$ cat src/common/lsu_pkg.sv
// shared types, funct3 width codes and enums for the load/store unit, imported by every block

package lsu_pkg;

  ////////////////////////////////////////////////////////////////////////////
  // widths with a meaning
  ////////////////////////////////////////////////////////////////////////////

  typedef logic [31:0] word_t;   // data word, store/load/memory data
  typedef logic [31:0] addr_t;   // byte address
  typedef logic [3:0]  ben_t;    // one enable per byte lane
  typedef logic [1:0]  boff_t;   // byte offset inside a word
  typedef logic [2:0]  funct3_t; // riscv load/store width code

  ////////////////////////////////////////////////////////////////////////////
  // funct3 width codes
  ////////////////////////////////////////////////////////////////////////////

  // stores only use the first three
  localparam funct3_t F3_B  = 3'd0; // byte, signed on load
  localparam funct3_t F3_H  = 3'd1; // halfword, signed on load
  localparam funct3_t F3_W  = 3'd2; // full word
  localparam funct3_t F3_BU = 3'd4; // byte, zero extended
  localparam funct3_t F3_HU = 3'd5; // halfword, zero extended

  ////////////////////////////////////////////////////////////////////////////
  // enums
  ////////////////////////////////////////////////////////////////////////////

  // response status, illegal wins over misaligned
  typedef enum logic [1:0] {
    ST_OK         = 2'd0,
    ST_MISALIGNED = 2'd1,
    ST_ILLEGAL    = 2'd2
  } lsu_status_t;

  // control fsm
  typedef enum logic [1:0] {
    S_IDLE    = 2'd0, // waiting for a request
    S_ACCESS  = 2'd1, // check cycle, then bus access
    S_RESPOND = 2'd2  // response held until rsp_ready
  } lsu_state_t;

endpackage

$ cat src/lsu/lsu_ctrl.sv
// load/store control FSM, holds the request register and drives both handshakes and the bus strobe
`timescale 1ns/100ps

module lsu_ctrl import lsu_pkg::*; #(
  parameter int unsigned MEM_WORDS = 256  // memory depth in words
)(
  input  logic                         clk,
  input  logic                         rst,
  // core request
  input  logic                         req_valid,
  output logic                         req_ready,
  input  logic                         req_store,
  input  funct3_t                      req_funct3,
  input  addr_t                        req_addr,
  input  word_t                        req_wdata,
  // core response
  output logic                         rsp_valid,
  input  logic                         rsp_ready,
  output lsu_status_t                  rsp_status,
  // registered request, to decode and align
  output logic                         q_store,
  output funct3_t                      q_funct3,
  output addr_t                        q_addr,
  output word_t                        q_wdata,
  input  lsu_status_t                  dec_status,
  // memory bus
  output logic                         mem_valid,
  output logic                         mem_write,
  output logic [$clog2(MEM_WORDS)-1:0] mem_index,
  input  logic                         mem_ack,
  // read-data register strobes
  output logic                         ld_capture,
  output logic                         ld_clear
);

  localparam int unsigned IW = $clog2(MEM_WORDS); // word index width

  lsu_state_t state;
  logic       accept; // request handshake

  assign req_ready = (state == S_IDLE);
  assign accept    = req_valid & req_ready;

  ////////////////////////////////////////////////////////////////////////////
  // request register
  ////////////////////////////////////////////////////////////////////////////

  always_ff @(posedge clk) begin
    if (accept) begin
      q_store  <= req_store;
      q_funct3 <= req_funct3;
      q_addr   <= req_addr;
      q_wdata  <= req_wdata;
    end
  end

  assign mem_index = q_addr[IW+1:2];          // drop byte offset
  assign mem_write = mem_valid & q_store;

  ////////////////////////////////////////////////////////////////////////////
  // fsm
  ////////////////////////////////////////////////////////////////////////////

  always_ff @(posedge clk or posedge rst) begin
    if (rst) begin
      state      <= S_IDLE;
      rsp_valid  <= 1'b0;
      rsp_status <= ST_OK;
      mem_valid  <= 1'b0;
    end else begin
      case (state)
        S_IDLE: begin
          if (req_valid) state <= S_ACCESS;   // request latched on this edge
        end
        S_ACCESS: begin
          if (!mem_valid) begin
            // check cycle, decode is looking at the fresh q_* fields
            if (dec_status != ST_OK) begin
              rsp_valid  <= 1'b1;             // fault path, no bus access
              rsp_status <= dec_status;
              state      <= S_RESPOND;
            end else begin
              mem_valid <= 1'b1;
            end
          end else if (mem_ack) begin
            mem_valid  <= 1'b0;               // strobe held until ack
            rsp_valid  <= 1'b1;
            rsp_status <= ST_OK;
            state      <= S_RESPOND;
          end
        end
        S_RESPOND: begin
          if (rsp_ready) begin
            rsp_valid <= 1'b0;
            state     <= S_IDLE;
          end
        end
        default: state <= S_IDLE;
      endcase
    end
  end

  // read data register strobes
  assign ld_capture = mem_valid & mem_ack & ~q_store; // load ack cycle only
  assign ld_clear   = accept;                         // zero for store/fault

endmodule

$ cat config.mk
export PLATFORM = sky130hd
export DESIGN_NAME = lsu_ctrl
export DESIGN_NICKNAME = d
export VERILOG_FILES = /design/src/common/lsu_pkg.sv /design/src/lsu/lsu_ctrl.sv
export SDC_FILE = /design/constraint.sdc
export NUM_CORES = 1
export LEC_CHECK = 0
export BUFFER_PORTS_ARGS = -buffer_cell sky130_fd_sc_hd__buf_2
export CAP_MARGIN = 30
export CORE_ASPECT_RATIO = 1.25
export CORE_MARGIN = 4
export CORE_UTILIZATION = 41
export DETAILED_ROUTE_END_ITERATION = 10
export GPL_TIMING_DRIVEN = 0
export PLACE_DENSITY = 0.87
export SLEW_MARGIN = 20
export SYNTH_ARGS = -nofsm -noshare
export SYNTH_HDL_FRONTEND = slang
export SYNTH_SLANG_ARGS = --single-unit
export TNS_END_PERCENT = 30
$ cat constraint.sdc
create_clock -name clk -period 2.8 [get_ports clk]
set_input_delay 0 -clock clk [delete_from_list [all_inputs] [get_ports clk]]
set_output_delay 0 -clock clk [all_outputs]
set_load 0.01 [all_outputs]
# Yosys cells after proc, flatten, opt, wreduce, memory -nomap -nowiden
# Index checks and enable logic that the tools add are counted.
word_totals:
  output_inout_bits: 84
  word_cells: 44
  reg_bits: 74
op_classes:
  n_eq_ne: 7
  n_reduce_logical: 7
  n_mux: 17
  bitwise: 5
op_table:
  columns: ["op", "n"]
  rows:
  - ["$mux W2", 8]
  - ["$reduce_and A4 Y1", 2]
  - ["$mux W1", 7]
  - ["$ne A3 B3 Y1 const B", 2]
  - ["$pmux W2 S3", 1]
  - ["$reduce_bool A2 Y1", 3]
  - ["$and A1 B1 Y1", 4]
  - ["$ne A2 B2 Y1 const B", 2]
  - ["$reduce_and A3 Y1", 1]
  - ["$eq A2 B1 Y1 const B", 1]
  - ["$eq A2 B2 Y1 const B", 1]
  - ["$logic_not A2 Y1", 1]
  - ["$ne A2 B1 Y1 const B", 1]
  - ["$pmux W1 S2", 1]
  - ["$not A1 Y1", 1]

# Logic depth before layout (Yosys ltp)
depth:
  depth_word: 4
  mapped_depth: 3
  depth_no_buf: 3

# Least setup slack after synthesis
# No wires, ideal clock.
synth_timing:
  path_type: "flip-flop to flip-flop"
  start: "register state[0]"
  end: "register q_addr[0] (enable)"
  slack_ns: 0.029
  arrival_time_ns: 2.334
  n_path_buf: 0
  t_required_ns: 2.363
  stages_incl_launch_ff: 3
  setup_ns: 0.437
  cell_sequence: "dfrtp_1 > nor2_1 > and2_1"
synth_via:
  elab_chain_len: 2
synth_lines:
  columns: ["item", "line", "source"]
  rows:
  - ["start: declaration", "lsu_ctrl.sv:38", "lsu_state_t state;"]
  - ["start signal: assignment", "lsu_ctrl.sv:66", "state <= S_IDLE;"]
  - ["start signal: assignment", "lsu_ctrl.sv:73", "if (req_valid) state <= S_ACCESS;"]
  - ["start signal: assignment", "lsu_ctrl.sv:81", "state <= S_RESPOND;"]
  - ["$logic_not A2 Y1", "lsu_ctrl.sv:41", "assign req_ready = (state == S_IDLE);"]
  - ["net req_ready", "lsu_ctrl.sv:11", "output logic req_ready,"]
  - ["$and A1 B1 Y1", "lsu_ctrl.sv:42", "assign accept = req_valid & req_ready;"]
  - ["net ld_clear", "lsu_ctrl.sv:33", "output logic ld_clear"]
  - ["end signal: assignment", "lsu_ctrl.sv:52", "q_addr <= req_addr;"]
  - ["end: declaration", "lsu_ctrl.sv:23", "output addr_t q_addr,"]
# The timed path passes the listed nets, and every way through them passes these cells.
# A chain may end at the register's enable or synchronous reset.

# Final worst setup path
layout_timing:
  start: "register state[0]"
  end: "output port ld_clear"
layout_via:
  elab_chain_len: 2
layout_lines:
  columns: ["item", "line"]
  rows:
  - ["$logic_not A2 Y1", "lsu_ctrl.sv:41"]
  - ["$and A1 B1 Y1", "lsu_ctrl.sv:42"]
  - ["end: declaration", "lsu_ctrl.sv:33"]
# No other way between the ends.

==> reports/qor.csv <==
metric,value,unit
gp_congestion,0.740,
final_core_util,0.757,
drt-initial-drc-count,79,
yosysUniqueCellTypes,20,
cts_resized,0,
ys.warnings.count,0,
ys_seq_area_frac,0.911,
hold_viol,0,
required,2.80,ns
hp-class,in -> reg,
hp-start,dec_status[1],
synth_area_per_cell,22.5,µm²
tns,0,ns
whs,0.0228,ns
drc,0,
die_y,93.7,µm
worstPathCellList,"nor2_1, and2_4, buf_12, buf_2",
drtPass1Iterations,4,
cp_slowest_stage_delay,0.43,ns
instances_no_fill,418,
period_share,0.646,
fin_nets,423,
routed_via_density,4.56,
path_delay_family,simple AND/OR/NAND/NOR gates,
coreArea,5560,µm²
clock.fmax,553,MHz
max-cap-violations,0,
grt_pass1_wl,11300,µm
antenna_found_initial,1,
routedWlPerCell,17.8,µm
die_area,7170,µm²
grt_overflow,0,
start_util,0.433,
drive_above_1_share,0.527,
slew_viol_final,0,
vdd_drop_max,0.000566,V
path_max_fanout,45,
cts.sinks,74,
startpoint_type,register,
port_buffers,158,
crit_path_start,state[0],
dieWidth,76.5,µm
min_period,1.81,ns
clk_pin_slew,0.08,ns
tightest_slew,0.353,ns
worstReg2RegStart,state[0],
dpl.cell_count,330,
setup_violations,0,
finalClockSkew,0.00823,ns
p_leak,1.83,nW
p_per_area,769,nW/µm²
crit_type,reg -> out,
clock_latency,0.33,ns
drt_wl_total,7440,µm
grt_pass1_vias,2102,
placementRows,30,
num_vias,1905,
critPathBufInv,2,
grt_max_degree,46,
cts_buffers,9,
dp.final_hpwl,4410,µm
rsz0062_at_grt,false,
slew-limit-headroom,0.765,
root_buffer,clkbuf_8,
synthesis.nets,182,
cts_tree,built,
crit_arrival,1.81,ns
nFillCells,354,
clockBufferDepth,2,
worstRegToRegCells,3,
ys_ff_latch,74,
ant_nets,0,
cts_htree_levels,3,
cp-end-kind,output port,
power,3.24,mW
synthCells,107,
cpMaxStageDelayCell,dfrtp_1,
worstSetupPathDepth,4,
min_path_cells,3,
netlist_area,2410,µm²
outcome,finished clean,
ios,159,
track_usage,0.215,
area_delta_synth_final,74.9,%
metrics by stage:
stage               cell area (µm²)  setup slack [ns]
finish                         4210             0.991
global route                   4210             0.858
CTS                            4210             0.958
detailed placement             3300              1.21
global placement               3280            -0.305
floorplan                      2410            0.0292
placed cells by master, fill, tap and decap left out, types with 2 or more instances in the layout:
cell	instances
buf_2	158
o2bb2ai_1	2
buf_4	8
nor2b_1	2
edfxtp_1	68
clkbuf_8	9
dlygate4sd3_1	71
clkinvlp_4	2
inv_1	2
nand2_1	3
a21oi_1	2
dfrtp_1	6
nor2_1	3
report_power, final:
part           switching (mW)  leakage, nW  internal [mW]
registers               0.102        0.707           1.51
clock network           0.387       0.0929          0.415
logic                   0.455         1.03          0.372
total                   0.945         1.83           2.29
Yosys cell counts (all sizes together):
master,instances,area (µm²)
nand2,3,11.3
o21a,1,7.51
and2b,1,7.51
nor2,3,11.3
o21ai,2,10.0
dfrtp,6,150
edfxtp,68,2040
or2b,1,7.51
buf,8,60.1
nand3,1,5.00
or3,1,11.3
inv,2,7.51
o2bb2ai,2,17.5
and2,2,13.8
a311oi,1,15.0
nand2b,1,6.26
nor2b,2,12.5
a21oi,2,10.0
worst paths after layout:
kind / endpoint / slack (ns)
max: ld_clear / 0.99
min: rsp_status[1] / 0.02
max reg2reg: q_wdata[0] / 1.17
min reg2reg: state[0] / 0.50
max in group asynchronous: rsp_status[0] / 2.48
min in group asynchronous: rsp_valid / 0.12
worst min-delay path: cells and delay by family:
| family | cells | cell delay (ns) |
|---|---|---|
| AO/OA/AOI/OAI | 2 | 0.21 |
| buffers and inverters | 1 | 0.10 |
kinds of logic after synthesis:
| group | after synthesis | share of synthesized area |
|---|---|---|
| and+or+nand+nor | 15 | 0.0359 |
| DFF | 74 | 0.911 |
| buffers and inverters | 10 | 0.0281 |
| AOI/OAI and AO/OA | 8 | 0.0250 |
final cells by class:
class	instances	area (µm²)	share of cell area
buffer	8	60.1	0.0143
antenna	1	2.50	0.000595
inverter	2	7.51	0.00178
clock buffer	10	128	0.0303
tap	64	80.1	0.0190
sequential	74	2190	0.521
clock inverter	6	67.6	0.0161
timing repair buffer	230	1520	0.362
multi-input combinational	23	149	0.0354
state kept, by name, indices dropped and copies added (netlist names):
| name | count |
|---|---|
| rsp_valid | 1 |
| q_wdata | 32 |
| q_addr | 32 |
| q_store | 1 |
| state | 2 |
| rsp_status | 2 |
| mem_valid | 1 |
| q_funct3 | 3 |
repair_timing:
item / CTS / global route
setup buffers: 0 / 0
hold buffers: 71 / 0
endpoints found under the hold margin: 77 / 0
layer usage:
layer	global-route usage	part of all wire	vias to the layer above	routed length, µm
met5	0	0	-	0
met4	0.0982	0.024	0	180
met3	0.0518	0.055	13	409
met2	0.433	0.59	92	4390
met1	0.202	0.33	917	2460
li1	-	-	883	-
Note: power is estimated with default switching activity, not from simulation.
