### src/common/lsu_pkg.sv
// shared types, funct3 width codes and enums for the load/store unit, imported by every block

package lsu_pkg;

  ////////////////////////////////////////////////////////////////////////////
  // widths with a meaning
  ////////////////////////////////////////////////////////////////////////////

  typedef logic [31:0] word_t;   // data word, store/load/memory data
  typedef logic [31:0] addr_t;   // byte address
  typedef logic [3:0]  ben_t;    // one enable per byte lane
  typedef logic [1:0]  boff_t;   // byte offset inside a word
  typedef logic [2:0]  funct3_t; // riscv load/store width code

  ////////////////////////////////////////////////////////////////////////////
  // funct3 width codes
  ////////////////////////////////////////////////////////////////////////////

  // stores only use the first three
  localparam funct3_t F3_B  = 3'd0; // byte, signed on load
  localparam funct3_t F3_H  = 3'd1; // halfword, signed on load
  localparam funct3_t F3_W  = 3'd2; // full word
  localparam funct3_t F3_BU = 3'd4; // byte, zero extended
  localparam funct3_t F3_HU = 3'd5; // halfword, zero extended

  ////////////////////////////////////////////////////////////////////////////
  // enums
  ////////////////////////////////////////////////////////////////////////////

  // response status, illegal wins over misaligned
  typedef enum logic [1:0] {
    ST_OK         = 2'd0,
    ST_MISALIGNED = 2'd1,
    ST_ILLEGAL    = 2'd2
  } lsu_status_t;

  // control fsm
  typedef enum logic [1:0] {
    S_IDLE    = 2'd0, // waiting for a request
    S_ACCESS  = 2'd1, // check cycle, then bus access
    S_RESPOND = 2'd2  // response held until rsp_ready
  } lsu_state_t;

endpackage

### src/lsu/lsu_req_decode.sv
// combinational access check, store lane steering and byte-enable generation for the registered request
`timescale 1ns/100ps

module lsu_req_decode import lsu_pkg::*; (
  input  logic        q_store,
  input  funct3_t     q_funct3,
  input  addr_t       q_addr,
  input  word_t       q_wdata,
  output lsu_status_t dec_status,
  output ben_t        mem_ben,
  output word_t       mem_wdata
);

  boff_t boff;
  logic  legal;
  logic  misaligned;

  assign boff = q_addr[1:0];

  ////////////////////////////////////////////////////////////////////////////
  // access check
  ////////////////////////////////////////////////////////////////////////////

  always_comb begin
    if (q_store) legal = q_funct3 inside {F3_B, F3_H, F3_W};
    else         legal = q_funct3 inside {F3_B, F3_H, F3_W, F3_BU, F3_HU};

    case (q_funct3)
      F3_H, F3_HU: misaligned = boff[0];
      F3_W:        misaligned = |boff;
      default:     misaligned = 1'b0;  // bytes always aligned
    endcase

    // illegal first
    if (!legal)          dec_status = ST_ILLEGAL;
    else if (misaligned) dec_status = ST_MISALIGNED;
    else                 dec_status = ST_OK;
  end

  ////////////////////////////////////////////////////////////////////////////
  // store lanes
  ////////////////////////////////////////////////////////////////////////////

  always_comb begin
    if (!q_store) begin
      mem_ben   = 4'b1111;            // loads read the whole word
      mem_wdata = '0;
    end else begin
      case (q_funct3)
        F3_B: begin
          mem_ben   = ben_t'(4'b0001 << boff);
          mem_wdata = word_t'(q_wdata[7:0]) << {boff, 3'b000};
        end
        F3_H: begin
          mem_ben   = boff[1] ? 4'b1100 : 4'b0011;   // lower or upper half
          mem_wdata = word_t'(q_wdata[15:0]) << {boff[1], 4'b0000};
        end
        F3_W: begin
          mem_ben   = 4'b1111;
          mem_wdata = q_wdata;
        end
        default: begin
          mem_ben   = '0;             // illegal, never reaches the bus
          mem_wdata = '0;
        end
      endcase
    end
  end

endmodule

### config.mk
export PLATFORM = sky130hd
export DESIGN_NAME = lsu_req_decode
export DESIGN_NICKNAME = d
export VERILOG_FILES = /design/src/common/lsu_pkg.sv /design/src/lsu/lsu_req_decode.sv
export SDC_FILE = /design/constraint.sdc
export NUM_CORES = 1
export LEC_CHECK = 0
export BUFFER_PORTS_ARGS = -buffer_cell sky130_fd_sc_hd__buf_2
export CORE_MARGIN = 5
export CORE_UTILIZATION = 30
export DETAILED_ROUTE_END_ITERATION = 6
export PLACE_DENSITY_LB_ADDON = 0.2
export SLEW_MARGIN = 30
export SYNTH_ARGS = -nofsm -noshare
export SYNTH_HDL_FRONTEND = slang
export SYNTH_SLANG_ARGS = --single-unit
### constraint.sdc
create_clock -name vclk -period 4.6
set_input_delay 0.92 -clock vclk [all_inputs]
set_output_delay 0.92 -clock vclk [all_outputs]
set_load 0.01 [all_outputs]
Yosys cells after proc, flatten, opt, wreduce, memory -nomap -nowiden
Index checks and enable logic that the tools add are counted.
{"block": "op_classes", "n_addsub": 0, "multipliers": 0, "n_div": 0, "n_lt_le_gt_ge": 0, "eq_ne": 4, "shift": 3, "mux": 9, "bitwise": 0, "n_reduce_logical": 5}
{"cell": "32-bit case mux with 3 select lines", "n": 1}
{"cell": "32-bit 2-to-1 mux", "n": 1}
{"cell": "16-bit by 5-bit left shift with 32-bit output", "n": 1}
{"cell": "8-bit by 5-bit left shift with 32-bit output", "n": 1}
{"cell": "4-bit case mux with 3 select lines", "n": 1}
{"cell": "4-bit 2-to-1 mux", "n": 2}
{"cell": "3-bit equality test, second input constant", "n": 2}
{"cell": "5-bit nonzero test", "n": 1}
{"cell": "2-bit OR reduction", "n": 2}
{"cell": "1-bit by 2-bit left shift with 4-bit output, first input constant", "n": 1}
{"cell": "3-bit by 1-bit equality test with 1-bit output, second input constant", "n": 1}
{"cell": "3-bit by 2-bit equality test with 1-bit output, second input constant", "n": 1}
{"cell": "3-bit logical NOT", "n": 1}
{"cell": "3-bit nonzero test", "n": 1}
{"cell": "1-bit 2-to-1 mux", "n": 2}
{"cell": "2-bit 2-to-1 mux", "n": 1}
{"cell": "1-bit case mux with 2 select lines", "n": 1}
{"block": "totals", "reg_bits": 0, "latch_bits": 0, "ramBits": 0, "romBits": 0, "input_bits": 68, "output_inout_bits": 38, "word_cells": 21, "memories": 0}

Logic depth before layout (Yosys ltp)
Gate-level depths: netlist of the first run.
{"block": "depth", "word_depth": 5, "mapped_depth": 6}

Worst setup path before layout of the first run
No wires, ideal clock.
{"block": "synth_path", "path_type": "input -> output", "from": "input port q_funct3[1]", "to": "output port mem_wdata[16]", "arrival_ps": 1873, "setup_slack_ps": 1807, "stages": 5, "n_path_buf": 2, "path_cell_list": "buf_4 buf_6 nor2_1 nand4_1 a21oi_1"}
{"block": "synth_between", "elab_chain_len": 3, "word_cells_on_any_way": 5, "classes_between": "eq/ne: 2; mux: 2; reduce/logical: 1"}
{"element": "start: declaration", "line_no": "lsu_req_decode.sv:6", "source": "input funct3_t q_funct3,"}
{"element": "3-bit by 2-bit equality test with 1-bit output (tied with other cells)", "line_no": "lsu_req_decode.sv:49", "source": "case (q_funct3)"}
{"element": "32-bit case mux with 3 select lines (*)", "line_no": "lsu_req_decode.sv:49"}
{"element": "32-bit 2-to-1 mux (*)", "line_no": "lsu_req_decode.sv:45", "source": "if (!q_store) begin"}
{"element": "end: declaration", "line_no": "lsu_req_decode.sv:11", "source": "output word_t mem_wdata"}
Every way passes the cells marked *; elsewhere a longest branch is shown, timed or not.

Worst setup path after layout of the first run
{"block": "layout_path", "from": "input port q_store", "to": "output port mem_wdata[30]"}
{"block": "layout_between", "elab_chain_len": 1}
{"element": "start: declaration", "line_no": "lsu_req_decode.sv:5", "source": "input logic q_store,"}
{"element": "32-bit 2-to-1 mux", "line_no": "lsu_req_decode.sv:45"}
Every way passes these cells.

==> run_results.csv, run 1 <==
group,metric,value,unit
status,status,"finished clean",
setup_path,critPathKind,"in -> out",
pwr,powerDensity,75.87,nW/um^2
setup_path,cell_seen_most_often_among_critical_path_stages,"buf_2",
sta,timing_hold_violations_final,0,
sta,setup_total_negative_slack,0,ns
floorplanning,core-area,2212,um^2
setup_path,cpLargestDelayFamily,"simple AND/OR/NAND/NOR gates",
routing,dr.first_iter.drc_count,26,
floorplanning,row_count,17,
global_route,grt.total_usage,0.1639,
setup_path,crit_path_cell_trace,"buf_2 > nor2b_1 > nand2_1 > o2bb2ai_1 > buf_2",
floorplanning,dieWidth,58.03,um
setup_path,critical_path_required,3.68,ns
routing,routed-via-count,1099,
sta,achievable-frequency,301.9,MHz
global_route,grt_pass1_vias,1055,
yosys,synth_area,691.9,um^2
routing,drt-wirelength-per-cell,14.70,um
floorplanning,die_footprint,3367,um^2
yosys,synthDominantCellAreaShare,0.1013,
sta,setup_repair_after_global_routing_missed_its_margin,"no",
setup_path,crit_arrival,2.39,ns
cells_and_area,post-route-util,0.4695,
global_route,grt_max_degree,20,
global_route,grt_first_pass_wirelength,4678,um
sta,final_worst_path_cycle_share,0.7200,
cells_and_area,syn_to_final_growth,50.09,%
yosys,netlist_top_cells_area,"a21oi_1, o2bb2ai_1, a22o_1, a22oi_1, and3_1",
routing,vias_per_cell,5.551,
setup_path,setup.worst_path.start_class,"input pin",
floorplanning,die_y,58.03,um
yosys,post-synth-top-area-cell,"a21oi_1",
sta,tightest_slew,0.6270,ns
global_route,grt_antenna_before_repair,0,
placed_design,place.gp.congestion,0.9288,
cells_and_area,clock_buffers,0,
pwr,max-vdd-ir-drop,0.04630,mV
sta,slew_headroom,0.5811,
floorplanning,effective_utilization_at_floorplan,0.3128,
sta,setup-violations-final,0,
cells_and_area,nFlopsAndLatches,0,
setup_path,end_kind,"output pin",
routing,remaining_drc_errors,0,
sta,slew_viol_final,0,
clocking,postCtsSetupRepairBufs,0,
global_route,grt_remaining_overflow,0,
cells_and_area,num_antenna_cells,0,
worst_hold_path,timing.hold.worst.class,"in -> out",
setup_path,max_stage_delay,0.51,ns
sta,post-route-min-period,3.312,ns
setup_path,worst-path-max-fanout,14,
cells_and_area,finalNetCount,240,
setup_path,critical_path.slowest_cell,"nor2b_1",
yosys,syn_avg_cell_area,6.527,um^2
yosys,postSynthCellCount,106,
routing,postRouteWirelength,2910,um
cells_and_area,area.sequential,0,um^2
yosys,ys_types,29,
run,cap_violations,0,
routing,detail_route.first_pass.iterations,4,
cells_and_area,post_route_cells_drive_above_1_share,0.4765,
yosys,synth_sequential_area_ratio,0,
routing,final_antenna_net_count,0,
clocking,cts.hold.buffers_added,0,
placed_design,port_buffers,76,
yosys,synth-warning-count,0,
cells_and_area,layout_commonest_cell,"buf_2",
setup_path,path_buf_inv,2,
pwr,cellLeakagePower,0.5467,nW
sta,hold_ws,2.159,ns
clocking,cts.repair.resized,0,
floorplanning,boundaryPins,106,
yosys,synth_fp_nets,174,
placed_design,detailed_place_hpwl,2353,um
cells_and_area,layout_common_cells,"buf_2, a21oi_1, nand2_1",
==> through the flow <==
step	power (W)	area, um^2	setup slack, ns	std cells
final	0.00007879	1039	1.288	198
after global routing	0.00008686	1039	1.088	198
after CTS	0.00007862	1039	1.309	198
after detailed placement	0.00007820	1039	1.310	198
after global placement	0.00007681	1039	1.354	198
after floorplan	0.00004348	691.9	1.807	106
==> tightest hold or removal path, cell delays in order <==
cell and delay, ns:
buf_2 0.09, a22o_1 0.11, buf_2 0.12
==> kinds of logic after synthesis <==
logic type,synth area share
buf+inv,0.1049
simple gates,0.3978
xor+xnor,0.01266
compound gates,0.4846
==> synthesized netlist by cell type (2+ instances only) <==
library cell   n
a22oi_1        7
buf_4          2
o2bb2ai_1      8
o21ai_0        5
a22o_1         7
buf_2          7
and4_1         2
nand2b_1       4
nor2b_1        3
nand2_1       11
nor2_1         4
a32oi_1        2
and3_1         8
nand4_1        8
a21oi_1       14
==> final timing paths <==
check             to  startpoint  cells after the start  slack [ns]
max    mem_wdata[30]     q_store                      5        1.29
min     mem_wdata[8]  q_wdata[8]                      3        2.16
==> report_power, final <==
group          total [W]  switching, W  internal [W]  leakage, nW
Combinational  0.0000788     0.0000459     0.0000329        0.547
Sequential             0             0             0            0
Clock                  0             0             0            0
Total          0.0000788     0.0000459     0.0000329        0.547
==> final cells by class <==
class              instances  area [um^2]
repair buffers            76        380.4
well taps                 28        35.03
fillers                  248         1174
inverters                  1        3.754
multi-input cells         93        619.3
==> metal layers <==
metal  routed length, um  global-route usage
met4                  40             0.02980
met5                   0                   0
met3                 310             0.02673
met1                1173              0.1940
met2                1386              0.3081
Note: power is estimated with default switching activity, not from simulation.
==> inputs of run 2 (changes only) <==
CORE_UTILIZATION = 28   (was 30)
clock period = 2.95 ns   (was 4.6 ns; I/O delays follow)
==> run_results.csv, run 2 (synthesis gave the netlist of run 1 again) <==
group,metric,value,unit
status,status,"finished clean",
setup_path,cell_seen_most_often_among_critical_path_stages,"buf_2",
cells_and_area,layout_common_cells,"buf_2, a21oi_1, nand2_1",
sta,achievable-frequency,405.5,MHz
sta,slew_headroom,0.7077,
placed_design,place.gp.congestion,0.8560,
sta,setup_repair_after_global_routing_missed_its_margin,"no",
floorplanning,dieWidth,59.71,um
floorplanning,effective_utilization_at_floorplan,0.2871,
cells_and_area,clock_buffers,0,
routing,routed-via-count,1119,
global_route,grt_antenna_before_repair,0,
pwr,cellLeakagePower,0.5570,nW
placed_design,placement.setup.worst_slack,0.4850,ns
routing,vias_per_cell,5.540,
setup_path,worst-path-max-fanout,17,
sta,slew_viol_final,0,
routing,dr.first_iter.drc_count,35,
clocking,cts.repair.resized,0,
sta,timing_hold_violations_final,0,
sta,layout_setup_ws,0.4841,ns
cells_and_area,layout_commonest_cell,"buf_2",
sta,hold_ws,1.498,ns
cells_and_area,post_route_cells_drive_above_1_share,0.4826,
placed_design,port_buffers,76,
clocking,postCtsSetupRepairBufs,0,
global_route,grt_pass1_vias,1034,
sta,tightest_slew,0.4365,ns
global_route,grt.total_usage,0.1535,
setup_path,critical_path.slowest_cell,"or3b_4",
floorplanning,core-area,2410,um^2
setup_path,critPathKind,"in -> out",
cells_and_area,finalNetCount,242,
cells_and_area,syn_to_final_growth,52.62,%
global_route,grt_remaining_overflow,0,
routing,detail_route.first_pass.iterations,4,
pwr,max-vdd-ir-drop,0.07007,mV
floorplanning,boundaryPins,106,
setup_path,end_kind,"output pin",
routing,drt-wirelength-per-cell,14.89,um
routing,postRouteWirelength,3008,um
cells_and_area,num_antenna_cells,0,
sta,setup_total_negative_slack,0,ns
placed_design,detailed_place_hpwl,2444,um
pwr,powerDensity,118.6,nW/um^2
global_route,grt_max_degree,20,
run,cap_violations,0,
floorplanning,die_y,59.71,um
cells_and_area,n_fill_cell,276,
cells_and_area,nFlopsAndLatches,0,
setup_path,max_stage_delay,0.44,ns
routing,final_antenna_net_count,0,
clocking,cts.hold.buffers_added,0,
setup_path,setup.worst_path.start_class,"input pin",
cells_and_area,area.sequential,0,um^2
floorplanning,die_footprint,3565,um^2
worst_hold_path,timing.hold.worst.class,"in -> out",
sta,final_worst_path_cycle_share,0.8359,
sta,post-route-min-period,2.466,ns
setup_path,crit_arrival,1.88,ns
sta,setup-violations-final,0,
global_route,grt_first_pass_wirelength,4533,um
floorplanning,row_count,18,
setup_path,critical_path_required,2.36,ns
setup_path,crit_path_cell_trace,"buf_2 > or3b_4 > a21oi_4 > a22o_1 > buf_2",
routing,remaining_drc_errors,0,
-- run 2: final cells by class --
type,instances,area (um^2),area share
inverter,1,3.754,0.003555
tap,30,37.54,0.03555
timing repair buffer,78,395.4,0.3744
multi-input combinational,93,619.3,0.5865
-- run 2: final timing paths --
check                    from            end  cells after the start
setup / recovery  q_funct3[0]  mem_wdata[15]                      5
hold / removal     q_wdata[8]   mem_wdata[8]                      3
-- run 2: worst max-delay path, delay by kind of cell --
family,cells,cell delay (ns)
and+or+nand+nor,1,0.44
buffers and inverters,2,0.40
AOI/OAI and AO/OA,2,0.44
-- run 2: per-stage QoR --
step | util | instance area [um^2] | power [W] | std cells
finish | 0.4382 | 1056 | 0.0001252 | 202
global route | 0.4382 | 1056 | 0.0001382 | 202
CTS | 0.4382 | 1056 | 0.0001252 | 202
detailed placement | 0.4382 | 1056 | 0.0001247 | 202
global placement | 0.4382 | 1056 | 0.0001224 | 202
floorplan | - | 691.9 | 0.00006780 | 106
-- run 2: where the power goes --
part           internal (W)  switching, W  total (W)
combinational     0.0000531     0.0000722   0.000125
clock                     0             0          0
sequential                0             0          0
total             0.0000531     0.0000722   0.000125
-- run 2: routing by layer --
| layer | vias up | part of all wire | track usage | wire length, um |
|---|---|---|---|---|
| met5 | - | 0 | 0 | 0 |
| met4 | 0 | 0 | 0.01266 | 0 |
| met3 | 0 | 0.097 | 0.01728 | 292 |
| met2 | 54 | 0.50 | 0.2932 | 1505 |
| met1 | 515 | 0.40 | 0.1879 | 1209 |
| li1 | 550 | - | - | - |
==> inputs of run 3 (changes only) <==
CORE_UTILIZATION = 30   (was 28)
clock period = 2.3 ns   (was 2.95 ns; I/O delays follow)
==> run_results.csv, run 3 (synthesis gave the netlist of run 1 again) <==
group,metric,value,unit
routing,detail_route.first_pass.iterations,4,
floorplanning,dieWidth,58.03,um
worst_hold_path,timing.hold.worst.class,"in -> out",
routing,final_antenna_net_count,0,
cells_and_area,area.sequential,0,um^2
global_route,grt_remaining_overflow,0,
routing,dr.first_iter.drc_count,30,
routing,routed-via-count,1118,
setup_path,crit_path_cell_trace,"buf_2 > nor2b_1 > buf_4 > nand2_1 > o2bb2ai_1 > buf_2",
setup_path,critPathKind,"in -> out",
floorplanning,effective_utilization_at_floorplan,0.3128,
setup_path,end_kind,"output pin",
sta,achievable-frequency,465.9,MHz
clocking,cts.repair.resized,0,
routing,vias_per_cell,5.562,
cells_and_area,layout_commonest_cell,"buf_2",
cells_and_area,syn_to_final_growth,53.35,%
cells_and_area,num_antenna_cells,0,
pwr,powerDensity,152.1,nW/um^2
sta,post-route-min-period,2.146,ns
run,cap_violations,0,
cells_and_area,clock_buffers,0,
sta,tightest_slew,0.4748,ns
global_route,grt_pass1_vias,1065,
setup_path,max_stage_delay,0.29,ns
setup_path,path_buf_inv,3,
floorplanning,boundaryPins,106,
setup_path,critical_path_required,1.84,ns
sta,timing_hold_violations_final,0,
sta,setup_total_negative_slack,0,ns
setup_path,cpLargestDelayFamily,"simple AND/OR/NAND/NOR gates",
global_route,grt_first_pass_wirelength,4657,um
setup_path,crit_arrival,1.69,ns
placed_design,detailed_place_hpwl,2359,um
clocking,postCtsSetupRepairBufs,0,
cells_and_area,nFlopsAndLatches,0,
cells_and_area,n_fill_cell,247,
placed_design,place.gp.congestion,0.9386,
placed_design,placement.setup.worst_slack,0.1765,ns
pwr,report.power.total,0.0001614,W
sta,setup_repair_after_global_routing_missed_its_margin,"no",
floorplanning,die_footprint,3367,um^2
worst_hold_path,hold_path_depth,4,
routing,drt-wirelength-per-cell,14.64,um
clocking,cts.hold.buffers_added,0,
sta,layout_setup_ws,0.1538,ns
floorplanning,row_count,17,
cells_and_area,layout_common_cells,"buf_2, a21oi_1, nand2_1",
floorplanning,core-area,2212,um^2
setup_path,setup.worst_path.start_class,"input pin",
cells_and_area,post_route_cells_drive_above_1_share,0.4855,
pwr,max-vdd-ir-drop,0.08994,mV
routing,postRouteWirelength,2942,um
worst_hold_path,timing.hold.worst.start,"q_wdata[23]",
routing,remaining_drc_errors,0,
cells_and_area,multiInputGateArea,619.3,um^2
sta,setup-violations-final,0,
worst_hold_path,worst_hold_path.endpoint,"mem_wdata[23]",
global_route,grt.total_usage,0.1616,
setup_path,worst-path-max-fanout,14,
placed_design,port_buffers,76,
floorplanning,die_y,58.03,um
setup_path,critical_path.slowest_cell,"nand2_1",
pwr,cellLeakagePower,0.5618,nW
setup_path,path_depth,6,
global_route,grt_antenna_before_repair,0,
status,status,"finished clean",
sta,slew_viol_final,0,
sta,final_worst_path_cycle_share,0.9331,
global_route,grt_max_degree,20,
cells_and_area,finalNetCount,243,
setup_path,cell_seen_most_often_among_critical_path_stages,"buf_2",
sta,slew_headroom,0.6827,
[run 3: metrics by stage]
step,area [um^2],instances,utilization,hold slack (ns)
final,1061,201,0.4796,1.237
after floorplan,691.9,106,-,1.040
after global routing,1061,201,0.4796,1.257
after CTS,1061,201,0.4796,1.240
after detailed placement,1061,201,0.4796,1.239
after global placement,1061,201,0.4796,1.235
[run 3: worst max-delay path by stage]
stage	slack (ns)	to	start
5_1_grt	0.03	mem_wdata[30]	q_store
2_1_floorplan	0.43	mem_wdata[16]	q_funct3[1]
4_1_cts	0.16	mem_wdata[27]	q_store
6_report	0.15	mem_wdata[27]	q_store
3_3_place_gp	0.20	mem_wdata[11]	q_funct3[0]
3_5_place_dp	0.18	mem_wdata[10]	q_funct3[0]
[run 3: power by group]
group / total [W] / switching (W) / internal (W)
Clock: 0 / 0 / 0
Sequential: 0 / 0 / 0
Combinational: 0.000161 / 0.0000922 / 0.0000691
[run 3: routing by layer]
layer,track usage,up-vias,wire length (um)
met5,0,-,0
met4,0.01987,0,30
met3,0.02227,4,318
met2,0.2871,51,1385
met1,0.2110,511,1207
li1,-,552,-
[run 3: final cells by class]
class	instances	area share
inverter	1	0.003538
multi-input combinational	93	0.5837
tap	28	0.03302
timing repair buffer	79	0.3797
