## src/common/lsu_pkg.sv

```systemverilog
// shared types, funct3 width codes and enums for the load/store unit, imported by every block

package lsu_pkg;

  ////////////////////////////////////////////////////////////////////////////
  // widths with a meaning
  ////////////////////////////////////////////////////////////////////////////

  typedef logic [31:0] word_t;   // data word, store/load/memory data
  typedef logic [31:0] addr_t;   // byte address
  typedef logic [3:0]  ben_t;    // one enable per byte lane
  typedef logic [1:0]  boff_t;   // byte offset inside a word
  typedef logic [2:0]  funct3_t; // riscv load/store width code

  ////////////////////////////////////////////////////////////////////////////
  // funct3 width codes
  ////////////////////////////////////////////////////////////////////////////

  // stores only use the first three
  localparam funct3_t F3_B  = 3'd0; // byte, signed on load
  localparam funct3_t F3_H  = 3'd1; // halfword, signed on load
  localparam funct3_t F3_W  = 3'd2; // full word
  localparam funct3_t F3_BU = 3'd4; // byte, zero extended
  localparam funct3_t F3_HU = 3'd5; // halfword, zero extended

  ////////////////////////////////////////////////////////////////////////////
  // enums
  ////////////////////////////////////////////////////////////////////////////

  // response status, illegal wins over misaligned
  typedef enum logic [1:0] {
    ST_OK         = 2'd0,
    ST_MISALIGNED = 2'd1,
    ST_ILLEGAL    = 2'd2
  } lsu_status_t;

  // control fsm
  typedef enum logic [1:0] {
    S_IDLE    = 2'd0, // waiting for a request
    S_ACCESS  = 2'd1, // check cycle, then bus access
    S_RESPOND = 2'd2  // response held until rsp_ready
  } lsu_state_t;

endpackage

```

## src/lsu/lsu_load_align.sv

```systemverilog
// response data register, shifts the loaded word down and sign or zero extends it on capture
`timescale 1ns/100ps

module lsu_load_align import lsu_pkg::*; (
  input  logic    clk,
  input  logic    rst,
  input  logic    ld_capture, // load ack cycle
  input  logic    ld_clear,   // request accepted
  input  funct3_t funct3,
  input  boff_t   boff,
  input  word_t   mem_rdata,
  output word_t   rsp_rdata
);

  word_t aligned;

  ////////////////////////////////////////////////////////////////////////////
  // shift and extend
  ////////////////////////////////////////////////////////////////////////////

  always_comb begin : align_blk
    word_t tmp;
    tmp = mem_rdata >> {boff, 3'b000};   // selected byte/half to lane 0
    case (funct3)
      F3_B:    aligned = {{24{tmp[7]}}, tmp[7:0]};
      F3_H:    aligned = {{16{tmp[15]}}, tmp[15:0]};
      F3_BU:   aligned = {24'h000000, tmp[7:0]};
      F3_HU:   aligned = {16'h0000, tmp[15:0]};
      default: aligned = tmp;            // lw, offset is zero here
    endcase
  end

  ////////////////////////////////////////////////////////////////////////////
  // read data register
  ////////////////////////////////////////////////////////////////////////////

  always_ff @(posedge clk or posedge rst) begin
    if (rst) begin
      rsp_rdata <= '0;
    end else if (ld_clear) begin
      rsp_rdata <= '0;                   // stores and faults answer zero
    end else if (ld_capture) begin
      rsp_rdata <= aligned;
    end
  end

endmodule

```

## config.mk

```make
export PLATFORM = sky130hd
export DESIGN_NAME = lsu_load_align
export DESIGN_NICKNAME = d
export VERILOG_FILES = /design/src/common/lsu_pkg.sv /design/src/lsu/lsu_load_align.sv
export SDC_FILE = /design/constraint.sdc
export NUM_CORES = 1
export LEC_CHECK = 0
export BUFFER_PORTS_ARGS = -buffer_cell sky130_fd_sc_hd__clkbuf_2
export CORE_MARGIN = 10
export CORE_UTILIZATION = 30
export CTS_BUF_LIST = sky130_fd_sc_hd__clkbuf_8
export CTS_CLUSTER_DIAMETER = 60
export DETAILED_ROUTE_END_ITERATION = 8
export SETUP_SLACK_MARGIN = 0.4
export SLEW_MARGIN = 30
export SYNTH_ARGS = -nofsm -noshare
export SYNTH_HDL_FRONTEND = slang
export SYNTH_SLANG_ARGS = --single-unit
```

## constraint.sdc

```tcl
create_clock -name clk -period 1.3 [get_ports clk]
set_clock_uncertainty 0.15 [all_clocks]
set_input_delay 0.065 -clock clk [delete_from_list [all_inputs] [get_ports clk]]
set_output_delay 0.065 -clock clk [all_outputs]
set_load 0.005 [all_outputs]
```

# --- Yosys cells after proc, flatten, opt, wreduce, memory -nomap -nowiden ---
# Index checks and enable logic that the tools add are counted.
classes:
  n_eq_ne: 3
  shift: 1
  reduce_logical: 2
  n_mux: 3
ops:
  columns: ["op", "count"]
  rows:
  - ["case mux 32 bit (4 select lines)", 1]
  - ["two-way mux 32 bit", 2]
  - ["right shift 32 x 5 -> 32 bit", 1]
  - ["== test 3 bit, second input constant", 2]
  - ["== test 3 x 1 -> 1 bit, second input constant", 1]
  - ["logical NOT 3 bit", 1]
  - ["nonzero test 2 bit", 1]
word_totals:
  out_inout_bits: 32
  reg_bits: 32

# --- Longest topological paths before layout ---
# Gate-level depths: netlist of the first run.
logic_depth:
  depth_word: 4
  ltp_mapped: 7
  depth_no_buf: 4

# --- Least setup slack after synthesis of the first run ---
# Ideal clock, no wire load.
synth_path:
  path_type: "input -> register"
  start: "input port boff[1]"
  end: "register rsp_rdata[16]"
  arrival_ns: 1.459
  n_path_buf: 2
  path_slack_ns: -0.435
  path_stages: 6
  path_cell_list: "buf_6 > mux4_2 > and3b_1 > a31o_4 > buf_6 > a221o_1"
synth_between:
  elab_chain_len: 4
synth_rtl:
  columns: ["item", "line_no", "text"]
  rows:
  - ["start: declaration", "lsu_load_align.sv:10", "input boff_t boff,"]
  - ["right shift 32 x 5 -> 32 bit", "lsu_load_align.sv:23", "tmp = mem_rdata >> {boff, 3'b000};"]
  - ["case mux 32 bit (4 select lines)", "lsu_load_align.sv:24", "case (funct3)"]
  - ["two-way mux 32 bit", "lsu_load_align.sv:42", "end else if (ld_capture) begin"]
  - ["two-way mux 32 bit", "lsu_load_align.sv:40", "end else if (ld_clear) begin"]
  - ["end signal: assignment", "lsu_load_align.sv:43", "rsp_rdata <= aligned;"]
  - ["end: declaration", "lsu_load_align.sv:12", "output word_t rsp_rdata"]
# Every way passes these cells. The select of a mux whose other input is x is not followed.
# A chain may end at the register's enable or synchronous reset.

# --- Worst setup path after layout of the first run ---
layout_path:
  start: "input port boff[1]"
  end: "register rsp_rdata[26]"
# Same word-level chain as after synthesis.

==> results of run 1 <==
metrics by stage:
stage	area, sq um	instances
2_1_floorplan	1807	146
3_3_place_gp	2370	300
3_5_place_dp	2370	300
4_1_cts	2694	324
5_1_grt	2795	330
6_report	2795	330
power by group:
part           switching [W]  internal [W]
clock               0.000342      0.000470
combinational       0.000287      0.000364
sequential         0.0000314       0.00105
routing by layer:
layer / global-route usage / wire, um / vias to the layer above
met1: 0.1404 / 2424 / 828
met5: 0 / 0 / -
li1: - / - / 791
met4: 0.05750 / 162 / 0
met2: 0.2035 / 3062 / 57
met3: 0.04045 / 318 / 12
layout by cell type (no fill, tap or decap):
master                          netlist  routed
sky130_fd_sc_hd__clkbuf_2             0      44
sky130_fd_sc_hd__buf_6                2       3
sky130_fd_sc_hd__o2bb2ai_1            8       8
sky130_fd_sc_hd__mux2_2               8       8
sky130_fd_sc_hd__clkbuf_16            0       1
sky130_fd_sc_hd__buf_2                6      25
sky130_fd_sc_hd__a21oi_4              0       2
sky130_fd_sc_hd__nor4b_2              1       1
sky130_fd_sc_hd__a31o_4               1       2
sky130_fd_sc_hd__clkinvlp_4           0       1
sky130_fd_sc_hd__inv_1                2       1
sky130_fd_sc_hd__mux2i_1             16      16
sky130_fd_sc_hd__buf_4                0      37
sky130_fd_sc_hd__nor3_2               0       2
sky130_fd_sc_hd__nor3_1               9       7
sky130_fd_sc_hd__a21o_4               0       1
sky130_fd_sc_hd__dfrtp_1             32      32
sky130_fd_sc_hd__buf_16               0       1
sky130_fd_sc_hd__a21oi_2              0       6
sky130_fd_sc_hd__dlygate4sd3_1        0       1
sky130_fd_sc_hd__buf_8                0       2
sky130_fd_sc_hd__nor4b_1              1       1
sky130_fd_sc_hd__mux4_2               7       8
sky130_fd_sc_hd__nor2b_1              2       2
sky130_fd_sc_hd__buf_12               0       4
sky130_fd_sc_hd__nor2_1              17      17
sky130_fd_sc_hd__or2_2                1       1
sky130_fd_sc_hd__and3b_2              0       1
sky130_fd_sc_hd__a221o_1             16      16
sky130_fd_sc_hd__clkbuf_8             0       7
logic make-up after synthesis:
family	Yosys count	share of synthesized area
simple gates	32	0.09033
mux	32	0.2449
flops	32	0.4517
buf+inv	16	0.04658
compound gates	34	0.1666
cell type report:
cell class              instances  area share
well taps                      72     0.03223
inverters                       2    0.004029
multi-input cells              99      0.3460
clock buffers                   7     0.03447
flip-flops and latches         32      0.2865
repair buffers                118      0.2968
worst max-delay path, cell delays in order:
cell                      delay (ps)
sky130_fd_sc_hd__buf_8            70
sky130_fd_sc_hd__mux4_2          490
sky130_fd_sc_hd__and3b_2         250
sky130_fd_sc_hd__a31o_4          250
sky130_fd_sc_hd__a221o_1         270
worst max path at each step:
stage / end / depth (start not counted) / slack [ps] / startpoint
2_1_floorplan: rsp_rdata[16] / 6 / -420 / boff[1]
6_report: rsp_rdata[26] / 5 / -80 / boff[1]
3_3_place_gp: rsp_rdata[16] / 5 / -380 / boff[1]
4_1_cts: rsp_rdata[18] / 5 / -90 / boff[1]
5_1_grt: rsp_rdata[18] / 5 / -110 / boff[1]
3_5_place_dp: rsp_rdata[26] / 5 / -420 / boff[1]
repair_timing:
item,4_1_cts,5_1_grt
setup buffers,15,5
gates resized for setup,19,33
hold endpoints to repair,42,10
cloned,1,1
pin swaps,3,2
endpoints found under the setup margin,64,81
==> impl_results.md, run 1 <==
* Remaining Overflow, GRT at 0
* CP Data Required Time at 1320 ps
* IR Drop Worst-Case VDD at 0.5627 mV
* Final worst path period share at 1.063
* Timing-limited maximum frequency at 0.7234 GHz
* Detailed Place HPWL at 4450 um
* Library cell with the largest summed area after synthesis: sky130_fd_sc_hd__dfrtp_1
* Io pins at 73
* YS warnings at 0
* Multi-input logic area at 967.2 sq um
* Routability congestion estimate at 0.8527
* Largest reg by FF count: rsp_rdata
* Register area at 800.8 sq um
* Power per unit of standard cell area at 911.8 nW/um^2
* Max reg flops at 32
* Post-Route WL at 5968 um
* LEAKAGE at 1.429 nW
* Proportion of register bits with asynchronous set or reset after synthesis at 1.000
* Share of cells above drive strength 1 at 0.6085
* Pre-CTS setup slack at -423.4 ps
* Clock transition time at the flip-flop clock pins of the worst setup and hold paths at 60 ps
* Total routing usage reported by global routing at 0.1233
* CTS sink count at 32
* Net Count, Synth at 187
* Hold path cells at 2
* Total number of H-tree levels at 2
* Total number of vias at 1688
* Number of global-route vias before repair at 1868
* Primary flip-flop cell chosen by synthesis mapping: sky130_fd_sc_hd__dfrtp_1
* Syn Inst Count at 146
* Post-Synthesis Mean Instance Area at 12.14 sq um
* Min-delay worst type: in2reg
* Clk root buf: sky130_fd_sc_hd__clkbuf_8
* Initial antenna violation count at 0
* Remaining antenna violation count after routing at 0
* Part of the Yosys area used for sequential elements at 0.4517
* Core ar. at 5608 sq um
* Reg-to-reg critical path endpoint: rsp_rdata[26]
* Number of buffers added on ports at 72
* Worst-margin pin slew at 404.2 ps
* Post-synthesis instance area at 1773 sq um
* WHS at -71.83 ps
* Setup violators final at 22
* PnR Total Power at 0.002549 W
* Reg-to-reg slack, setup at 300 ps
* Number of standard-cell rows in the floorplan at 27
* Outcome: finished, violations left
* Utilization after layout at 0.4984
* Number of vias per cell after detailed routing at 5.115
* Total negative slack at -1280 ps
* CTS max path bufs at 2
* Hold_sp: mem_rdata[25]
* Iteration count of the initial detailed-routing pass at 4
* Largest cells by area after synthesis: sky130_fd_sc_hd__dfrtp_1, sky130_fd_sc_hd__a221o_1, sky130_fd_sc_hd__mux2i_1
* RR Startpoint: rsp_rdata[26]
* Worst Setup Slack, final at -82.34 ps
* Kind of start point of the critical path: input pin
* Clock latency of the later-clocked register in the worst-skew pair at 290 ps
* FILL cells at 529
* Arrival time of data at the critical path endpoint at 1400 ps
* Routed length per placed instance at 18.08 um
* Final nets at 299
* Most instantiated cells after synthesis: sky130_fd_sc_hd__dfrtp_1, sky130_fd_sc_hd__nor2_1, sky130_fd_sc_hd__a221o_1, sky130_fd_sc_hd__mux2i_1, sky130_fd_sc_hd__nor3_1
* Initial Util at 0.3162
* Hold Path End: rsp_rdata[25]
* Max Cap Viol at 0
* Remaining design rule violation count at 0
* R2r worst-path depth at 1
* Crit Path Category: in2reg
* Unrepaired setup endpoints after global routing: true
* Number of hold-slack violations in the final timing report at 10
* Cts hold-fix bufs at 1
* Antenna cell count at 0
* Biggest regs: rsp_rdata (32)
* Largest fanout on the critical path at 8
* Most common cell in the netlist: sky130_fd_sc_hd__dfrtp_1
* Final worst path period need at 1382 ps
* Failing checks: negative hold slack, negative setup slack
* Synth top area share at 0.4517
* Count of cell types in the netlist at 22
* Y dimension of the die at 96.88 um
* Remaining max-slew budget at the tightest pin at 0.7268
* TritonCTS clock tree: done
* Fin. max-slew vios at 0
* Post-synth EDFFs at 0
* Maximum number of pins on one net before global-route repair at 18
* Chip Width at 96.88 um
* Synth-to-layout area growth at 57.66%
* Cts bufs inserted at 5
* Critical Path Sink Type: flop
* DIE AREA at 9385 sq um
* Initial detailed-routing violation count at 68
* FF+latch count, synth at 32
* Wire length of the first global-routing pass at 9515 um
Note: power is estimated with default switching activity, not from simulation.
==> run 2, diff against run 1 <==
- REMOVE_ABC_BUFFERS: not set -> 1
==> run 2 against run 1 <==
Against the previous run:
- the run still ends with negative hold slack, negative setup slack left
- routed wire length down 3.5%
- hold slack worse by 40 ps
- largest power group unchanged
- fmax down 2.3%
- power down 3.5%
==> impl_results.md, run 2 (synthesis gave the netlist of run 1 again) <==
* PnR Total Power at 0.002460 W (-3.5%)
* DIE AREA at 9385 sq um (unchanged)
* Max reg flops at 32 (unchanged)
* Worst Setup Slack, final at -115.3 ps (-33.00 ps)
* Switch Pwr at 0.0006357 W (-3.8%)
* Global routing usage on met2 at 0.2009 (-0.002556)
* Remaining design rule violation count at 0 (unchanged)
* Portion of total power attributed to combinational logic at 0.256 (about the same)
* Register area at 800.8 sq um (unchanged)
* Kind of start point of the critical path: input pin
* Core ar. at 5608 sq um (unchanged)
* CTS sink count at 32 (unchanged)
* Net switching share of the total power at 0.2584 (-0.0008213)
* FILL cells at 521 (-1.5%)
* Routed length per placed instance at 17.72 um (-2.0%)
* Post-Route WL at 5759 um (-3.5%)
* Most common cell after layout, fill and taps aside: sky130_fd_sc_hd__clkbuf_2
* Hold_sp: mem_rdata[31]
* Critical path launch point: mem_rdata[31]
* Largest fanout on the critical path at 8 (unchanged)
* Internal power of the cells at 0.001825 W (-3.4%)
* Number of global-route vias before repair at 1707 (-8.6%)
* Synth-to-layout area growth at 54.34%
* Crit Path Category: in2reg
* Multi-input logic area at 954.7 sq um (-1.3%)
* IR Drop Worst-Case VDD at 0.4450 mV (-21%)
* TritonCTS clock tree: done
* Unrepaired setup endpoints after global routing: true
* Fraction of met1 tracks used by global routing at 0.1380 (-0.002444)
* Remaining antenna violation count after routing at 0 (unchanged)
* Failing checks: negative hold slack, negative setup slack
* Max Cap Viol at 0 (unchanged)
* Remaining max-slew budget at the tightest pin at 0.7503 (+0.02355)
* Min-delay worst type: in2reg
* Post-layout instance area at 2736 sq um (-2.1%)
* Final worst path period need at 1415 ps (+33.00 ps)
* Clock latency of the later-clocked register in the worst-skew pair at 280 ps (about the same)
* Clk root buf: sky130_fd_sc_hd__clkbuf_8
* Arrival time of data at the critical path endpoint at 1420 ps (+20 ps)
* Total number of vias at 1608 (-4.7%)
* Cell Area, Placed at 2323 sq um (-2.0%)
* WHS at -111.5 ps (-39.70 ps)
* Clock group share of total power at 0.304 (-0.015)
* Total routing usage reported by global routing at 0.1159 (-0.007422)
* Biggest regs: rsp_rdata (32)
* Largest reg by FF count: rsp_rdata
* Total negative slack at -1877 ps (-597.1 ps)
* Number of vias per cell after detailed routing at 4.948 (-3.3%)
* Timing-limited maximum frequency at 0.7065 GHz (-2.3%)
* Non-filler instance count after layout at 325 (-1.5%)
* Power per unit of standard cell area at 899.2 nW/um^2 (-1.4%)
* Chip Width at 96.88 um (unchanged)
* Io pins at 73 (unchanged)
* RR Startpoint: rsp_rdata[23]
* Met3 track demand over resource at 0.02697 (-0.01348)
* Number of buffers added on ports at 72 (unchanged)
* CTS max path bufs at 2 (unchanged)
* Outcome: finished, violations left
* Maximum number of pins on one net before global-route repair at 33 (+15)
* Share of cells above drive strength 1 at 0.5850 (-0.02355)
* Initial Util at 0.3162 (unchanged)
* Detailed Place HPWL at 4311 um (-3.1%)
* Worst-margin pin slew at 374.5 ps (-29.63 ps)
* Commonest non-fill, non-tap cells in the layout: sky130_fd_sc_hd__clkbuf_2, sky130_fd_sc_hd__buf_4, sky130_fd_sc_hd__dfrtp_1
* Number of placed instances with taps included at 296 (-1.3%)
* Initial antenna violation count at 0 (unchanged)
* GRT busiest layer: met2
* Total number of H-tree levels at 2 (unchanged)
* Cts hold-fix bufs at 1 (unchanged)
* Critical Path Sink Type: flop
* Clock transition time at the flip-flop clock pins of the worst setup and hold paths at 60 ps (about the same)
* Wire length of the first global-routing pass at 9114 um (-4.2%)
* Y dimension of the die at 96.88 um (unchanged)
* Setup violators final at 24 (+9.1%)
* Number of standard-cell rows in the floorplan at 27 (unchanged)
* Final nets at 293 (-2.0%)
* Final worst path period share at 1.089 (+0.02538)
* LEAKAGE at 1.422 nW (-0.50%)
* Iteration count of the initial detailed-routing pass at 4 (unchanged)
* Number of hold-slack violations in the final timing report at 10 (unchanged)
* Sequential group share of total power at 0.441 (+0.015)
* Routability congestion estimate at 0.8122 (-4.7%)
* Initial detailed-routing violation count at 94 (+38%)
* Remaining Overflow, GRT at 0 (unchanged)
* Pre-CTS setup slack at -400.5 ps (+22.92 ps)
* Cts bufs inserted at 5 (unchanged)
* CP Data Required Time at 1310 ps (about the same)
* Fin. max-slew vios at 0 (unchanged)
* Antenna cell count at 0 (unchanged)
==> run 2: cell count changes in the layout (fill, tap and decap cells not counted), sizes merged <==
cell | previous run | this run
buf | 72 | 66
bufbuf | 0 | 2
clkinvlp | 1 | 0
inv | 1 | 4
clkbuf | 52 | 49
==> run 2: what timing repair did <==
| item | CTS | global route |
|---|---|---|
| pin swaps | 2 | 4 |
| gates cloned | 2 | 1 |
| hold endpoints to repair | 42 | 10 |
| resized for setup | 18 | 36 |
| setup endpoints to repair | 64 | 96 |
| buffers inserted | 15 | 2 |
==> run 2: final timing paths <==
kind | end | slack, ps | cells after the start
setup / recovery | rsp_rdata[23] | -120 | 5
hold / removal | rsp_rdata[31] | -110 | 2
setup reg to reg | rsp_rdata[23] | 320 | 1
hold reg to reg | rsp_rdata[20] | 360 | 1
max in group asynchronous | rsp_rdata[27] | 560 | 4
min in group asynchronous | rsp_rdata[31] | 210 | 4
==> run 2: routing by layer <==
metal	vias to the layer above	wire length (um)
li1	787	-
met1	773	2444
met2	42	3005
met3	6	240
met4	0	69
met5	-	0
==> run 2: critical path, cell delays in order <==
cell and delay [ps]:
sky130_fd_sc_hd__buf_6 100, sky130_fd_sc_hd__mux4_2 470, sky130_fd_sc_hd__and3b_2 260, sky130_fd_sc_hd__a31o_4 250, sky130_fd_sc_hd__a221o_1 270
==> run 2: metrics by stage <==
step                hold WS, ps    util
CTS                      -83.73  0.4777
global route             -111.4  0.4880
floorplan                -18.59       -
finish                   -111.5  0.4880
detailed placement        8.426  0.4143
global placement         -3.650  0.4143
==> run 2: area by class of cell <==
| type | instances | share of cell area |
|---|---|---|
| tap | 72 | 0.03292 |
| multi-input combinational | 99 | 0.3489 |
| sequential | 32 | 0.2926 |
| clock buffer | 6 | 0.03018 |
| timing repair buffer | 112 | 0.2899 |
| clock inverter | 2 | 0.002743 |
| inverter | 2 | 0.002743 |
==> run 2: power by group through the flow <==
| stage | sequential, W | clock, W | combinational, W |
|---|---|---|---|
| floorplan | 0.00111 | 0 | 0.000213 |
| CTS | 0.00109 | 0.000776 | 0.000612 |
| global placement | 0.00111 | 0 | 0.000503 |
| detailed placement | 0.00110 | 0 | 0.000507 |
| finish | 0.00108 | 0.000747 | 0.000629 |
| global route | 0.00109 | 0.000820 | 0.000684 |
==> run 3, diff against run 2 <==
- ABC_AREA: not set -> 1
- SLEW_MARGIN: 30 -> not set
==> run 3 against run 2 <==
Against the previous run:
- the run ends with negative hold slack left
- design area up 6.1%
- critical path depth down 4
- combinational power up 3%
- sequential power about the same
- worst setup slack better by 380 ps
- synthesized cell count up 100%
- fmax up 36%
- first-iteration DRC count up 86%
- non-clock buffer count down 4
- clock power up 33%
- highest routed layer unchanged
==> impl_results.md, run 3 <==
* Cts bufs inserted at 5 (unchanged)
* IR Drop Worst-Case VDD at 0.4703 mV (+5.7%)
* Unrepaired setup endpoints after global routing: true
* Final worst path period need at 1037 ps (-378.1 ps)
* Utilization after layout at 0.4547 (-0.03321)
* Maximum number of pins on one net before global-route repair at 33 (unchanged)
* Timing-limited maximum frequency at 0.9641 GHz (+36%)
* Y dimension of the die at 101.5 um (+4.8%)
* Largest reg by FF count: rsp_rdata
* Initial Util at 0.3123 (-0.003849)
* Sequential group share of total power at 0.398 (-0.043)
* Critical Path Sink Type: primary output
* CTS sink count at 32 (unchanged)
* Final worst path period share at 0.7979 (-0.2908)
* Crit. path cell count at 1 (-4)
* Total number of H-tree levels at 2 (unchanged)
* Top cell family by delay on the critical path: flip-flops
* Total number of vias at 2269 (+41%)
* Max Cap Viol at 0 (unchanged)
* Count of cell types in the netlist at 18 (-18%)
* CTS max path bufs at 2 (unchanged)
* Kind of start point of the critical path: flop
* Share of cells above drive strength 1 at 0.3604 (-0.2246)
* Synth top area share at 0.4015 (-0.05015)
* Detailed Place HPWL at 5024 um (+17%)
* Net switching share of the total power at 0.3018 (+0.04347)
* Syn Inst Count at 296 (+100%)
* Number of global-route vias before repair at 2239 (+31%)
* Clock latency of the later-clocked register in the worst-skew pair at 290 ps (about the same)
* Critical Path Max Stage Delay at 400 ps (-70 ps)
* Routed length per placed instance at 15.04 um (-15%)
* WHS at -39.73 ps (+71.80 ps)
* Core ar. at 6386 sq um (+14%)
* Biggest regs: rsp_rdata (32)
* Initial detailed-routing violation count at 175 (+86%)
* Commonest non-fill, non-tap cells in the layout: sky130_fd_sc_hd__nand2_1, sky130_fd_sc_hd__clkbuf_2, sky130_fd_sc_hd__a21oi_1
* Post-synth EDFFs at 0 (unchanged)
* Initial antenna violation count at 0 (unchanged)
* R2r worst-path depth at 4 (+3)
* Post-Synthesis Mean Instance Area at 6.738 sq um (-45%)
* Setup violators final at 0 (-100%)
* Synth-to-layout area growth at 45.61%
* Pre-CTS setup slack at -55.95 ps (+344.5 ps)
* Io pins at 73 (unchanged)
* Remaining antenna violation count after routing at 0 (unchanged)
* Switch Pwr at 0.0008249 W (+30%)
* Number of vias per cell after detailed routing at 4.817 (-2.6%)
* Primary flip-flop cell chosen by synthesis mapping: sky130_fd_sc_hd__dfrtp_1
* Clock group share of total power at 0.365 (+0.061)
* Most common cell after layout, fill and taps aside: sky130_fd_sc_hd__nand2_1
* YS warnings at 0 (unchanged)
* CP Data Required Time at 1090 ps (-220 ps)
* TritonCTS clock tree: done
* Crit-path slowest cell: sky130_fd_sc_hd__dfrtp_1
* FF+latch count, synth at 32 (unchanged)
* Part of the Yosys area used for sequential elements at 0.4015 (-0.05015)
* DIE AREA at 10310 sq um (+9.9%)
* Antenna cell count at 0 (unchanged)
* Remaining max-slew budget at the tightest pin at 0.7936 (+0.04329)
* Total routing usage reported by global routing at 0.1382 (+0.02229)
* Final nets at 434 (+48%)
* Reg-to-reg slack, setup at 360 ps (+40 ps)
* Arrival time of data at the critical path endpoint at 820 ps (-600 ps)
* Number of standard-cell rows in the floorplan at 29 (+7.4%)
* LEAKAGE at 1.631 nW (+15%)
* Fin. max-slew vios at 0 (unchanged)
* Wire length of the first global-routing pass at 11390 um (+25%)
* Cell breakdown of the critical path: clkbuf_2
* Crit Path Category: reg2out
* Post-Route WL at 7085 um (+23%)
* Power per unit of standard cell area at 941.1 nW/um^2 (+4.7%)
* Number of buffer and inverter stages on the critical path at 1 (unchanged)
* Number of hold-slack violations in the final timing report at 9 (-1)
* Cts hold-fix bufs at 1 (unchanged)
* Worst-margin pin slew at 309.6 ps (-64.94 ps)
* Chip Width at 101.5 um (+4.8%)
* Portion of total power attributed to combinational logic at 0.237 (-0.019)
* Clock transition time at the flip-flop clock pins of the worst setup and hold paths at 80 ps (+20 ps)
* Most instantiated cells after synthesis: sky130_fd_sc_hd__nand2_1, sky130_fd_sc_hd__a21oi_1, sky130_fd_sc_hd__dfrtp_1, sky130_fd_sc_hd__o21ai_0, sky130_fd_sc_hd__nand3_1
* Iteration count of the initial detailed-routing pass at 4 (unchanged)
* Number of buffers added on ports at 72 (unchanged)
* Clk root buf: sky130_fd_sc_hd__clkbuf_8
* Remaining Overflow, GRT at 0 (unchanged)
* Failing checks: negative hold slack
* Min-delay worst type: in2reg
* Proportion of register bits with asynchronous set or reset after synthesis at 1.000 (unchanged)
* Library cell with the largest summed area after synthesis: sky130_fd_sc_hd__dfrtp_1
* Internal power of the cells at 0.001908 W (+4.6%)
* Largest fanout on the critical path at 2 (-6)
* Largest cells by area after synthesis: sky130_fd_sc_hd__dfrtp_1, sky130_fd_sc_hd__nand2_1, sky130_fd_sc_hd__a21oi_1
* Worst Setup Slack, final at 262.7 ps (+378.1 ps)
* Remaining design rule violation count at 0 (unchanged)
* Post-synthesis instance area at 1994 sq um (+12%)
* Hold path cells at 4 (+2)
* Most common cell in the netlist: sky130_fd_sc_hd__nand2_1
* Routability congestion estimate at 0.8295 (+2.1%)
* Outcome: finished, violations left
* Max reg flops at 32 (unchanged)
run 3: cell types whose count changed after synthesis, sizes merged, moves of 9 or more:
cell | before | now
a221o | 16 | 0
nand2 | 0 | 144
nor2 | 17 | 6
inv | 2 | 14
o21ai | 0 | 29
mux2i | 16 | 0
a21oi | 8 | 35
nor3 | 9 | 0
nand3 | 0 | 16
run 3: worst min-delay path, delay by kind of cell:
family | cells | cell delay, ps
AO/OA/AOI/OAI | 1 | 60
buffers and inverters | 1 | 130
AND/OR/NAND/NOR | 2 | 100
run 3: power groups by stage:
stage               Clock, W  Sequential, W  Combinational (W)
floorplan                  0        0.00111           0.000240
global placement           0        0.00111           0.000537
detailed placement         0        0.00111           0.000541
CTS                  0.00102        0.00109           0.000586
global route         0.00105        0.00109           0.000733
finish              0.000997        0.00109           0.000649
run 3: metal layers:
metal	track usage	share of wire
met1	0.1814	0.45
met2	0.2104	0.45
met3	0.04425	0.080
met4	0.04287	0.016
met5	0	0
run 3: logic make-up after synthesis:
group                  Yosys count  share of synthesized area
buffers and inverters           34                    0.09284
AND/OR/NAND/NOR                166                     0.3450
AO/OA/AOI/OAI                   64                     0.1606
flip-flops                      32                     0.4015
run 3: per-stage QoR:
step	TNS (ps)	std cells	area (sq um)	total power [W]	hold WS [ps]
final	0	471	2904	0.002733	-39.73
after global routing	0	471	2904	0.002881	-17.70
after CTS	0	462	2730	0.002688	-54.78
after detailed placement	-570.5	443	2489	0.001647	17.37
after global placement	0	443	2489	0.001643	10.42
after floorplan	-4660	276	1869	0.001349	31.20
run 3: what timing repair did:
| action | CTS | global route |
|---|---|---|
| setup buffers | 9 | 8 |
| cloned | 1 | 1 |
| pin swaps | 4 | 6 |
| setup endpoints to repair | 54 | 94 |
| endpoints found under the hold margin | 43 | 3 |
| gates resized for setup | 10 | 41 |
run 3: final timing paths:
kind / endpoint / start
max: rsp_rdata[27] / rsp_rdata[27]
min: rsp_rdata[31] / funct3[1]
max reg2reg: rsp_rdata[11] / rsp_rdata[11]
min reg2reg: rsp_rdata[5] / rsp_rdata[5]
max in group asynchronous: rsp_rdata[21] / rst
min in group asynchronous: rsp_rdata[12] / rst
run 3: area by class of cell:
cell class                      instances  area (sq um)
Clock buffer                            5         68.82
Clock inverter                          3         42.54
Fill cell                             666          3482
Inverter                               14         72.57
Multi-Input combinational cell        231          1096
Sequential cell                        32         800.8
Tap cell                               77         96.34
Timing Repair Buffer                  108         718.2
Timing Repair inverter                  1         8.758
